<file path="src/source/pcs_monitor_pkg.sv">
// link monitor package: lock and BER thresholds, counter widths and the lock state encoding
package pcs_monitor_pkg;

    // block lock thresholds
    localparam int SH_LOCK_COUNT    = 64;     // good headers in a row to lock
    localparam int SH_WINDOW        = 64;     // headers per window while locked
    localparam int SH_INVALID_LIMIT = 16;     // bad headers per window that drop lock

    // ber monitor thresholds
    localparam int BER_WINDOW   = 1024;
    localparam int HI_BER_LIMIT = 97;

    // counter widths
    localparam int NB_SLIP      = 7;          // slip offset 0..65
    localparam int NB_SH_COUNT  = $clog2(SH_LOCK_COUNT);
    localparam int NB_INV_COUNT = $clog2(SH_INVALID_LIMIT);
    localparam int NB_BER_COUNT = $clog2(BER_WINDOW);
    localparam int NB_BER_BAD   = $clog2(HI_BER_LIMIT + 1);
    localparam int NB_ERR_COUNT = 16;

    typedef enum logic [1:0] {
        LOCK_SEARCH,
        LOCK_TEST,
        LOCK_LOCKED
    } lock_state_e;

endpackage

</file>
<file path="src/source/pcs_line_pkg.sv">
// 64b/66b line code package: block widths, sync headers, scrambler taps and control codes
package pcs_line_pkg;

    // coded block layout
    localparam int NB_BLOCK   = 66;
    localparam int NB_SH      = 2;
    localparam int NB_PAYLOAD = 64;
    localparam int NB_CTRL    = 8;

    // sync header values as seen in block[1:0], bit 0 first on the line
    localparam logic [NB_SH-1:0] SH_DATA = 2'b01;
    localparam logic [NB_SH-1:0] SH_CTRL = 2'b10;

    // x^58 + x^39 + 1
    localparam int SCR_TAP_HIGH = 58;
    localparam int SCR_TAP_LOW  = 39;

    // block type field, first payload byte of a control block
    typedef enum logic [7:0] {
        BT_IDLE  = 8'h1E,   // eight idles
        BT_START = 8'h78,   // start, seven data bytes
        BT_TERM  = 8'hFF    // seven data bytes, terminate
    } block_type_e;

    // xgmii-style lane characters
    localparam logic [7:0] CHAR_IDLE  = 8'h07;
    localparam logic [7:0] CHAR_START = 8'hFB;
    localparam logic [7:0] CHAR_TERM  = 8'hFD;
    localparam logic [7:0] CHAR_ERROR = 8'hFE;

endpackage
</file>
<file path="src/source/pcs_rx_top.sv">
`timescale 1ns/1ps
// pcs receive top: block sync, ber monitor, descrambler and decoder for one 64b/66b lane
module pcs_rx_top
    import pcs_line_pkg::*, pcs_monitor_pkg::*;
(
    input  logic                    i_clock,
    input  logic                    i_reset,
    input  logic                    i_valid,
    input  logic [NB_BLOCK-1:0]     i_phy_data,
    input  logic                    i_signal_ok,
    input  logic                    i_descrambler_bypass,
    output logic                    o_valid,
    output logic [NB_PAYLOAD-1:0]   o_rx_data,
    output logic [NB_CTRL-1:0]      o_rx_ctrl,
    output logic                    o_block_lock,
    output logic                    o_hi_ber,
    output logic [NB_ERR_COUNT-1:0] o_decoder_error_count
);
    // block sync to descrambler and ber monitor
    logic                sync_valid;
    logic [NB_BLOCK-1:0] sync_block;
    logic                sync_sh_valid;
    logic                sync_sh_good;

    // descrambler to decoder
    logic                descr_valid;
    logic [NB_BLOCK-1:0] descr_block;

    block_sync u_block_sync (
        .i_clock      (i_clock),
        .i_reset      (i_reset),
        .i_valid      (i_valid),
        .i_phy_data   (i_phy_data),
        .i_signal_ok  (i_signal_ok),
        .o_valid      (sync_valid),
        .o_block      (sync_block),
        .o_block_lock (o_block_lock),
        .o_sh_valid   (sync_sh_valid),
        .o_sh_good    (sync_sh_good)
    );

    ber_monitor u_ber_monitor (
        .i_clock    (i_clock),
        .i_reset    (i_reset),
        .i_sh_valid (sync_sh_valid),
        .i_sh_good  (sync_sh_good),
        .o_hi_ber   (o_hi_ber)
    );

    descrambler u_descrambler (
        .i_clock  (i_clock),
        .i_reset  (i_reset),
        .i_valid  (sync_valid),
        .i_block  (sync_block),
        .i_bypass (i_descrambler_bypass),
        .i_lock   (o_block_lock),   // state restarts on lock loss
        .o_valid  (descr_valid),
        .o_block  (descr_block)
    );

    block_decoder u_block_decoder (
        .i_clock       (i_clock),
        .i_reset       (i_reset),
        .i_valid       (descr_valid),
        .i_block       (descr_block),
        .o_valid       (o_valid),
        .o_rx_data     (o_rx_data),
        .o_rx_ctrl     (o_rx_ctrl),
        .o_error_count (o_decoder_error_count)
    );

endmodule

</file>
<file path="src/source/block_decoder.sv">
`timescale 1ns/1ps
// block decoder: turns 66-bit blocks into 64 data and 8 control bits and counts bad blocks
module block_decoder
    import pcs_line_pkg::*, pcs_monitor_pkg::*;
(
    input  logic                    i_clock,
    input  logic                    i_reset,
    input  logic                    i_valid,
    input  logic [NB_BLOCK-1:0]     i_block,
    output logic                    o_valid,
    output logic [NB_PAYLOAD-1:0]   o_rx_data,
    output logic [NB_CTRL-1:0]      o_rx_ctrl,
    output logic [NB_ERR_COUNT-1:0] o_error_count
);
    logic [NB_SH-1:0]      header;
    logic [NB_PAYLOAD-1:0] payload;
    block_type_e           block_type;
    logic [NB_PAYLOAD-1:0] dec_data;
    logic [NB_CTRL-1:0]    dec_ctrl;
    logic                  dec_error;

    assign header     = i_block[NB_SH-1:0];
    assign payload    = i_block[NB_BLOCK-1:NB_SH];
    assign block_type = block_type_e'(payload[7:0]);

    always_comb
    begin
        dec_data  = {NB_CTRL{CHAR_ERROR}};
        dec_ctrl  = '1;
        dec_error = 1'b0;
        if (header == SH_DATA)
        begin
            dec_data = payload;
            dec_ctrl = '0;
        end
        else if (header == SH_CTRL)
        begin
            case (block_type)
                BT_IDLE:
                begin
                    dec_data = {NB_CTRL{CHAR_IDLE}};
                    dec_ctrl = '1;
                end
                BT_START:
                begin
                    // lane 0 is the start, the type byte is not carried
                    dec_data = {payload[NB_PAYLOAD-1:8], CHAR_START};
                    dec_ctrl = {{(NB_CTRL-1){1'b0}}, 1'b1};
                end
                BT_TERM:
                begin
                    dec_data = {CHAR_TERM, payload[NB_PAYLOAD-1:8]};
                    dec_ctrl = {1'b1, {(NB_CTRL-1){1'b0}}};   // terminate in lane 7
                end
                default:
                begin
                    dec_error = 1'b1;   // unknown block type
                end
            endcase
        end
        else
        begin
            dec_error = 1'b1;   // 00 or 11 header
        end
    end

    always_ff @(posedge i_clock)
    begin
        if (i_reset)
        begin
            o_valid       <= 1'b0;
            o_error_count <= '0;
        end
        else
        begin
            o_valid <= i_valid;
            if (i_valid && dec_error && (o_error_count != '1))
                o_error_count <= o_error_count + 1'b1;   // saturates
        end
    end

    always_ff @(posedge i_clock)
    begin
        if (i_valid)
        begin
            o_rx_data <= dec_data;
            o_rx_ctrl <= dec_ctrl;
        end
    end

endmodule

</file>
<file path="src/source/descrambler.sv">
`timescale 1ns/1ps
// descrambler: self-synchronizing x^58 + x^39 + 1 payload descrambler with bypass
module descrambler
    import pcs_line_pkg::*;
(
    input  logic                i_clock,
    input  logic                i_reset,
    input  logic                i_valid,
    input  logic [NB_BLOCK-1:0] i_block,
    input  logic                i_bypass,
    input  logic                i_lock,
    output logic                o_valid,
    output logic [NB_BLOCK-1:0] o_block
);
    logic [SCR_TAP_HIGH-1:0]            scr_state;     // msb is the most recent bit
    logic [NB_PAYLOAD+SCR_TAP_HIGH-1:0] ext;
    logic [NB_PAYLOAD-1:0]              descrambled;

    // history below, new scrambled payload on top
    assign ext = {i_block[NB_BLOCK-1:NB_SH], scr_state};

    assign descrambled = ext[SCR_TAP_HIGH +: NB_PAYLOAD]
                       ^ ext[SCR_TAP_HIGH - SCR_TAP_LOW +: NB_PAYLOAD]
                       ^ ext[0 +: NB_PAYLOAD];

    always_ff @(posedge i_clock)
    begin
        if (i_reset || !i_lock)
            scr_state <= '0;
        else if (i_valid)
            scr_state <= ext[NB_PAYLOAD +: SCR_TAP_HIGH];   // shifts in bypass too
    end

    always_ff @(posedge i_clock)
    begin
        if (i_reset)
            o_valid <= 1'b0;
        else
            o_valid <= i_valid;
    end

    always_ff @(posedge i_clock)
    begin
        if (i_valid)
        begin
            o_block[NB_SH-1:0]          <= i_block[NB_SH-1:0];
            o_block[NB_BLOCK-1:NB_SH]   <= i_bypass ? i_block[NB_BLOCK-1:NB_SH] : descrambled;
        end
    end

endmodule

</file>
<file path="src/source/ber_monitor.sv">
`timescale 1ns/1ps
// ber monitor: counts bad sync headers per window and flags a high bit error rate
module ber_monitor
    import pcs_monitor_pkg::*;
(
    input  logic i_clock,
    input  logic i_reset,
    input  logic i_sh_valid,
    input  logic i_sh_good,
    output logic o_hi_ber
);
    logic [NB_BER_COUNT-1:0] hdr_count;
    logic [NB_BER_BAD-1:0]   bad_count;
    logic [NB_BER_BAD-1:0]   bad_count_next;
    logic                    bad_saturated;
    logic                    window_end;

    // no need to count past the limit
    assign bad_saturated  = (bad_count == NB_BER_BAD'(HI_BER_LIMIT));
    assign bad_count_next = (!i_sh_good && !bad_saturated) ? bad_count + 1'b1 : bad_count;
    assign window_end     = (hdr_count == NB_BER_COUNT'(BER_WINDOW - 1));

    always_ff @(posedge i_clock)
    begin
        if (i_reset)
        begin
            hdr_count <= '0;
            bad_count <= '0;
            o_hi_ber  <= 1'b0;
        end
        else if (i_sh_valid)
        begin
            if (window_end)
            begin
                // decision includes the last header of the window
                o_hi_ber  <= (bad_count_next == NB_BER_BAD'(HI_BER_LIMIT));
                hdr_count <= '0;
                bad_count <= '0;
            end
            else
            begin
                hdr_count <= hdr_count + 1'b1;
                bad_count <= bad_count_next;
            end
        end
    end

endmodule

</file>
<file path="src/source/block_sync.sv">
`timescale 1ns/1ps
// block sync: bit-slip gearbox with sync header lock state machine
module block_sync
    import pcs_line_pkg::*, pcs_monitor_pkg::*;
(
    input  logic                i_clock,
    input  logic                i_reset,
    input  logic                i_valid,
    input  logic [NB_BLOCK-1:0] i_phy_data,
    input  logic                i_signal_ok,
    output logic                o_valid,
    output logic [NB_BLOCK-1:0] o_block,
    output logic                o_block_lock,
    output logic                o_sh_valid,
    output logic                o_sh_good
);
    logic [NB_BLOCK-1:0]     prev_word;
    logic                    prev_loaded;
    logic [2*NB_BLOCK-1:0]   stream;
    logic [NB_BLOCK-1:0]     window;
    logic                    hdr_valid;
    logic                    hdr_good;
    logic [NB_SLIP-1:0]      slip_advanced;
    lock_state_e             state;
    lock_state_e             state_next;
    logic [NB_SLIP-1:0]      slip;
    logic [NB_SLIP-1:0]      slip_next;
    logic [NB_SH_COUNT-1:0]  sh_count;
    logic [NB_SH_COUNT-1:0]  sh_count_next;
    logic [NB_INV_COUNT-1:0] inv_count;
    logic [NB_INV_COUNT-1:0] inv_count_next;

    assign stream    = {i_phy_data, prev_word};   // older word in the low half
    assign window    = stream[slip +: NB_BLOCK];
    assign hdr_valid = i_valid && prev_loaded;
    assign hdr_good  = (window[NB_SH-1:0] == SH_DATA) || (window[NB_SH-1:0] == SH_CTRL);

    assign slip_advanced = (slip == NB_SLIP'(NB_BLOCK - 1)) ? '0 : slip + 1'b1;

    always_comb
    begin
        state_next     = state;
        slip_next      = slip;
        sh_count_next  = sh_count;
        inv_count_next = inv_count;
        if (!i_signal_ok)
        begin
            state_next     = LOCK_SEARCH;
            sh_count_next  = '0;
            inv_count_next = '0;
        end
        else if (hdr_valid)
        begin
            case (state)
                LOCK_SEARCH, LOCK_TEST:
                begin
                    if (!hdr_good)
                    begin
                        state_next    = LOCK_SEARCH;
                        slip_next     = slip_advanced;   // try the next bit offset
                        sh_count_next = '0;
                    end
                    else if (sh_count == NB_SH_COUNT'(SH_LOCK_COUNT - 1))
                    begin
                        state_next     = LOCK_LOCKED;
                        sh_count_next  = '0;
                        inv_count_next = '0;
                    end
                    else
                    begin
                        state_next    = LOCK_TEST;
                        sh_count_next = sh_count + 1'b1;
                    end
                end
                default:
                begin
                    if (!hdr_good && inv_count == NB_INV_COUNT'(SH_INVALID_LIMIT - 1))
                    begin
                        state_next     = LOCK_SEARCH;
                        sh_count_next  = '0;
                        inv_count_next = '0;
                    end
                    else if (sh_count == NB_SH_COUNT'(SH_WINDOW - 1))
                    begin
                        sh_count_next  = '0;   // window done, start over
                        inv_count_next = '0;
                    end
                    else
                    begin
                        sh_count_next  = sh_count + 1'b1;
                        inv_count_next = inv_count + NB_INV_COUNT'(!hdr_good);
                    end
                end
            endcase
        end
    end

    always_ff @(posedge i_clock)
    begin
        if (i_reset)
        begin
            state       <= LOCK_SEARCH;
            slip        <= '0;
            sh_count    <= '0;
            inv_count   <= '0;
            prev_loaded <= 1'b0;
            o_valid     <= 1'b0;
            o_sh_valid  <= 1'b0;
            o_sh_good   <= 1'b0;
        end
        else
        begin
            state       <= state_next;
            slip        <= slip_next;
            sh_count    <= sh_count_next;
            inv_count   <= inv_count_next;
            prev_loaded <= prev_loaded | i_valid;
            o_valid     <= hdr_valid && (state_next == LOCK_LOCKED);
            o_sh_valid  <= hdr_valid;
            o_sh_good   <= hdr_good;
        end
    end

    always_ff @(posedge i_clock)
    begin
        if (i_valid)
        begin
            prev_word <= i_phy_data;
            o_block   <= window;
        end
    end

    assign o_block_lock = (state == LOCK_LOCKED);

endmodule

</file>
<file path="config.mk">
export PLATFORM = sky130hd
export DESIGN_NAME = pcs_rx_top
export DESIGN_NICKNAME = d
export VERILOG_FILES = /design/src/source/pcs_monitor_pkg.sv /design/src/source/pcs_line_pkg.sv /design/src/source/pcs_rx_top.sv /design/src/source/block_decoder.sv /design/src/source/descrambler.sv /design/src/source/ber_monitor.sv /design/src/source/block_sync.sv
export SDC_FILE = /design/constraint.sdc
export NUM_CORES = 1
export LEC_CHECK = 0
export BUFFER_PORTS_ARGS = -buffer_cell sky130_fd_sc_hd__buf_2
export CAP_MARGIN = 20
export CORE_MARGIN = 4
export CORE_UTILIZATION = 50
export CTS_BUF_LIST = sky130_fd_sc_hd__clkbuf_2 sky130_fd_sc_hd__clkbuf_4 sky130_fd_sc_hd__clkbuf_8
export DETAILED_ROUTE_END_ITERATION = 6
export MAX_ROUTING_LAYER = met4
export PLACE_DENSITY = 0.7
export SLEW_MARGIN = 15
export SYNTH_ARGS = -nofsm -noshare
export SYNTH_HDL_FRONTEND = slang
export SYNTH_HIERARCHICAL = 1
export SYNTH_SLANG_ARGS = --single-unit
</file>
<file path="constraint.sdc">
create_clock -name i_clock -period 3.9 [get_ports i_clock]
set_clock_uncertainty 0.15 [all_clocks]
set_input_delay 0.585 -clock i_clock [delete_from_list [all_inputs] [get_ports i_clock]]
set_output_delay 0.585 -clock i_clock [all_outputs]
set_load 0.05 [all_outputs]
</file>
Word-level counts from Yosys, hierarchy flattened
Cells that the tools add are included.
- register bits after elaboration: 387
- bits of input ports: 71
- output and inout bits: 91
- word-level logic and storage cells: 98
- add/subtract/negate cells: 6
- shift-type cells: 1
- equality and inequality tests: 19
- bitwise operators: 5
- reduce and logical (&&, ||, !) cells: 19
- muxes and demuxes: 28
- operator list (operator ; number):
    64-bit 2-to-1 mux ; 3
    64-bit case mux with 3 select lines ; 1
    132-bit by 8-bit indexed part select with 66-bit output ; 1
    64-bit XOR ; 2
    6-bit 2-to-1 mux ; 4
    7-bit equality test (second input constant) ; 3
    7-bit 2-to-1 mux ; 3
    4-bit 2-to-1 mux ; 5
    16-bit by 1-bit adder with 16-bit output (second input constant) ; 1
    16-bit != test (second input constant) ; 1
    8-bit case mux with 2 select lines ; 1
    7-bit by 1-bit adder with 7-bit output (second input constant) ; 2
    2-bit 2-to-1 mux ; 6
    10-bit by 1-bit adder with 10-bit output (second input constant) ; 1
    10-bit equality test (second input constant) ; 1
    10-bit 2-to-1 mux ; 1
    2-bit equality test (second input constant) ; 4
    8-bit by 5-bit equality test with 1-bit output (second input constant) ; 1
    8-bit by 7-bit equality test with 1-bit output (second input constant) ; 1
    8-bit equality test (second input constant) ; 1
    8-bit 2-to-1 mux ; 1
    6-bit by 1-bit adder with 6-bit output (second input constant) ; 1
    2-bit by 1-bit equality test with 1-bit output (second input constant) ; 3
    6-bit equality test (second input constant) ; 1
    other kinds (15) ; 29

Logic depth before layout (Yosys ltp)
- depth after elaboration: 11
- depth in mapped cells: 20
- gate-level depth less buffers: 14

By module
The synthesis kept the hierarchy.
- modules (own cells, without submodules) (module ; seq. area each (sq um) ; cells an instance ; instances ; area each (sq um)):
    block_sync ; 4424.2 ; 1543 ; 1 ; 15700.1
    descrambler ; 3163.0 ; 455 ; 1 ; 5465.2
    block_decoder ; 2352.3 ; 306 ; 1 ; 3881.2
    ber_monitor ; 360.3 ; 120 ; 1 ; 1041.0

Worst setup path after synthesis
No wires, ideal clock.
- kind: register -> register
- from: reg u_block_sync.slip[1]
- to: reg u_block_sync.inv_count[2]
- setup time: 132 ps
- setup slack: 123 ps
- period minus slack after synthesis: 3777 ps
- stages on the path, launching flop included: 19
- data required time: 3618 ps
- arrival: 3495 ps
- buffers on the path: 4
- path through: dfxtp_1 > buf_6 > buf_12 > mux4_1 > mux4_1 > mux2_2 > nor2_1 > nor4_1 > or3_1 > buf_6 > nand2_2 > buf_6 > inv_1 > ha_1 > ha_1 > inv_1 > nor3_1 > o211ai_1 > o211ai_1
- longest elaborated chain between the ends: 8
- elaborated cells on any way between the ends: 12
- those cells by class: add/sub (1); eq/ne (3); shift (1); mux (3); reduce/logical (4)
- RTL lines (what ; line ; RTL):
    start, declared ; block_sync.sv:26 ; logic [NB_SLIP-1:0] slip;
    start signal, assigned ; block_sync.sv:114 ; slip <= slip_next;
    132-bit by 8-bit indexed part select with 66-bit output * ; block_sync.sv:34 ; assign window = stream[slip +: NB_BLOCK];
    net u_block_sync.window[1] ; block_sync.sv:20 ; logic [NB_BLOCK-1:0] window;
    2-bit by 1-bit equality test with 1-bit output or 2-bit equality test (tied branches) ; block_sync.sv:36 ; assign hdr_good = (window[NB_SH-1:0] == SH_DATA) || (window[NB_SH-1:0] == SH_CTRL);
    1-bit logical OR * ; block_sync.sv:36 ;
    1-bit zero test ; n/a ;
    4-bit by 1-bit adder with 4-bit output ; block_sync.sv:91 ; inv_count_next = inv_count + NB_INV_COUNT'(!hdr_good);
    4-bit 2-to-1 mux ; block_sync.sv:83 ; else if (sh_count == NB_SH_COUNT'(SH_WINDOW - 1))
    4-bit 2-to-1 mux ; block_sync.sv:77 ; if (!hdr_good && inv_count == NB_INV_COUNT'(SH_INVALID_LIMIT - 1))
    4-bit 2-to-1 mux ; block_sync.sv:54 ; case (state)
    end signal, assigned ; block_sync.sv:116 ; inv_count <= inv_count_next;
    end, declared ; block_sync.sv:30 ; logic [NB_INV_COUNT-1:0] inv_count;
Mark *: on every way through the listed nets, which the timed path passes. The rest lies on a longest branch.
A chain may end at the register's enable or synchronous reset.

Worst setup path after layout
- from: reg u_block_sync.slip[1]
- to: reg u_block_sync.inv_count[1]
The elaborated chain is that of the path after synthesis.

==> flow_summary.ini <==
[synthesis]
synth_edf_count = 265
synth_fp_nets = 2504
synth.cell_area_um2 = 26100
ys_ff_latch = 382
synth-main-ff-cell = edfxtp_1
seq_area_frac_synth_pct = 39.5
avgSynthCellArea_um2 = 10.8
syn_inst = 2424
synth.distinct_cells = 99
synthArstFlopShare_pct = 0
ys_warn_count = 6

[setup_path]
cp_top_family = multiplexers
path_max_fanout = 8
rrSetupSlack_ns = 0.06
critPathRequiredTime_ns = 4.30
r2r_start = u_block_sync/slip[1]$_SDFFE_PP0P_
startpoint_type = register
slowest_delay_ns = 0.57
cp.buffers_inverters = 4
crit_path_end_kind = register
startpoint = u_block_sync/slip[1]$_SDFFE_PP0P_
crit_slowest_cell = mux4_2
worstPathArrival_ns = 4.24
critical_path_class = reg2reg
crit_chain = buf_12 -> mux4_2 -> mux4_2 -> mux2_4 -> nor2_1 -> nor4_1 -> buf_4 -> or3_4 -> buf_6 -> buf_4 -> a21o_1 -> a21o_1 -> a22o_1

[routing]
wl_per_cell_um = 26.0
dr_total_vias = 21600
ant_nets = 0
first_pass_iters = 5
drtIter0Drc = 2191
wirelength_um = 89200
via_per_inst = 6.30
drc = 0

[floorplanning]
num_io_pins = 162
die_area_um2 = 55900
dieWidth_um = 236
core_area_um2 = 51500
start_util_pct = 50.6
fp.dieH_um = 236
rows = 83

[layout]
seq_area_um2 = 10300
syn_to_final_growth_pct = 16.4
fin_util_pct = 59.0
drive_gt1_share_pct = 27.5
instances_no_fill = 3434
fillers = 4313
design_area_um2 = 30400
layout.nets = 2781
multi_input_comb_area_um2 = 14700

[timing]
grt_setup_unrepaired = false
drv_slew = 0
fmax_mhz = 260
period_share_pct = 98.5
max_slew_margin_pct = 29.0
hold_ws_ns = 0.0556
finalSetupViolations = 0
period_minus_slack_ns = 3.84
tightest_slew_ns = 1.06
finalHoldViolCount = 0

[clock_network]
cts_buffer_depth = 3
clk_root_buffer_cell = clkbuf_8
clock_latency_ns = 0.70
htreeDepth = 2
cts_tree = yes
clock_sinks = 382
cts.clk_slew.worst_paths_ns = 0.06
numCtsBuffers = 61

[power]
pwr_density_cell_nw_per_um2 = 329
max-vdd-ir-drop_mv = 0.338
p_total_uw = 10000
leakage_uw = 0.0119

[hold_path]
hold_path.class = in2reg
hp-start = i_phy_data[18]

[global_routing]
grt_pass1_vias = 20700
gr-usage-all-layers_pct = 31.7
grt_overflow = 0
grt_pass1_wl_um = 132000
grt_max_degree = 103
antenna_found_initial = 2

[placement]
place_inst = 3277
place_congestion = 1.04
port-buffer-count = 161
placed_cell_area_um2 = 28400
dpl.hpwl_um = 68400

[flow_run]
drv_cap = 0

[outcome]
status = finished, final reports clean
==> where the power goes <==
group / total (µW) / internal [µW] / leakage [µW] / switching (µW)
logic: 1540 / 670 / 0.00763 / 874
clock network: 3830 / 2180 / 0.000717 / 1650
registers: 4630 / 4480 / 0.00353 / 157
total: 10000 / 7320 / 0.0119 / 2680
==> what timing repair did <==
item | in CTS | in global routing
hold buffers | 23 | 0
pin swaps | 2 | 8
gates resized for setup | 15 | 36
endpoints found under the setup margin | 8 | 18
cloned | 2 | 1
hold endpoints to repair | 23 | 0
setup buffers | 4 | 10
==> layout by cell type (no fill, tap or decap), types with 11 or more instances in the layout <==
cell and n:
nor3_1 21, dlygate4sd3_1 23, nor2_1 295, xnor2_1 68, edfxtp_1 265, nand2_1 351
a21oi_1 79, o22ai_1 32, nand3_1 23, buf_4 193, o21ai_0 103, mux2i_1 242
clkinv_1 15, inv_1 14, xor2_1 72, nand4_1 13, dfxtp_1 108, clkbuf_4 19
o211ai_1 12, mux4_1 13, mux4_2 164, clkbuf_8 64, nor2b_1 21, buf_2 160
mux2_2 39, a221o_1 43, and3_1 11, buf_12 16
==> path summary, 6_finish.rpt <==
check	to	depth (start not counted)
worst max-delay path	u_block_sync/inv_count[1]$_SDFFE_PP0P_	13
worst min register to register	u_descrambler/o_block[0]$_DFFE_PP_	0
worst min-delay path	u_block_sync/prev_word[18]$_DFFE_PP_	1
worst max register to register	u_block_sync/inv_count[1]$_SDFFE_PP0P_	13
==> flip-flops by register name, summed over array words and instances (netlist names), 4 cells and up <==
name,flops
u_ber_monitor/bad_count,7
u_block_decoder/o_error_count,16
u_block_decoder/o_rx_data,64
u_ber_monitor/hdr_count,10
u_descrambler/o_block,66
u_block_sync/o_block,66
u_block_sync/slip,7
u_block_sync/sh_count,6
u_block_sync/prev_word,66
u_descrambler/scr_state,58
u_block_sync/inv_count,4
==> Yosys cell counts, drive strengths merged (10+ instances only) <==
cell type | instances | area share [%]
inv | 20 | 0.29
mux4 | 178 | 16
xnor2 | 68 | 2.3
or3 | 11 | 0.26
nand4 | 15 | 0.44
o211ai | 12 | 0.35
a221o | 43 | 1.6
nor2 | 298 | 4.3
a211oi | 12 | 0.38
nor2b | 21 | 0.50
and3 | 11 | 0.26
a21o | 10 | 0.29
o21ai | 107 | 2.1
mux2 | 48 | 2.1
buf | 114 | 2.9
nor3 | 26 | 0.60
nand3 | 23 | 0.44
nand2 | 352 | 5.1
o31ai | 10 | 0.31
edfxtp | 265 | 31
mux2i | 243 | 9.3
a21oi | 82 | 1.6
o22ai | 33 | 0.82
xor2 | 72 | 2.4
dfxtp | 117 | 9.0
clkbuf | 78 | 1.1
==> metal layers <==
metal	share of wire (%)	GRT usage, %	vias to the layer above
li1	-	-	9665
met1	39	40.5	10500
met2	48	50.7	1231
met3	7.9	4.76	218
met4	5.2	13.7	0
met5	0	-	-
==> logic make-up (layout without fill, tap and decap cells) <==
family	count (synthesis)	in the layout	synth area share (%)
other	0	2	0
adder cells (fa/ha/maj)	9	9	0.432
buffers and inverters	213	541	4.30
AND/OR/NAND/NOR	822	822	13.8
flip-flops	382	382	39.5
AO/OA/AOI/OAI	389	389	10.1
XOR/XNOR	140	140	4.70
multiplexers	469	469	27.1
==> final cells by class <==
class	instances	share of cell area, %
diodes	2	0.0165
clock buffers	82	3.35
clock inverters	32	1.17
inverters	21	0.284
multi-input cells	1829	48.5
flip-flops and latches	382	34.0
well taps	680	2.80
repair buffers	406	9.92
==> through the flow <==
step                setup WS (ns)  TNS, ns
floorplan                   0.123        0
global placement          -0.0891   -0.264
detailed placement         -0.120   -0.573
CTS                       0.00358        0
global route              0.00546        0
finish                     0.0592        0
(Power assumes the default switching activity.)
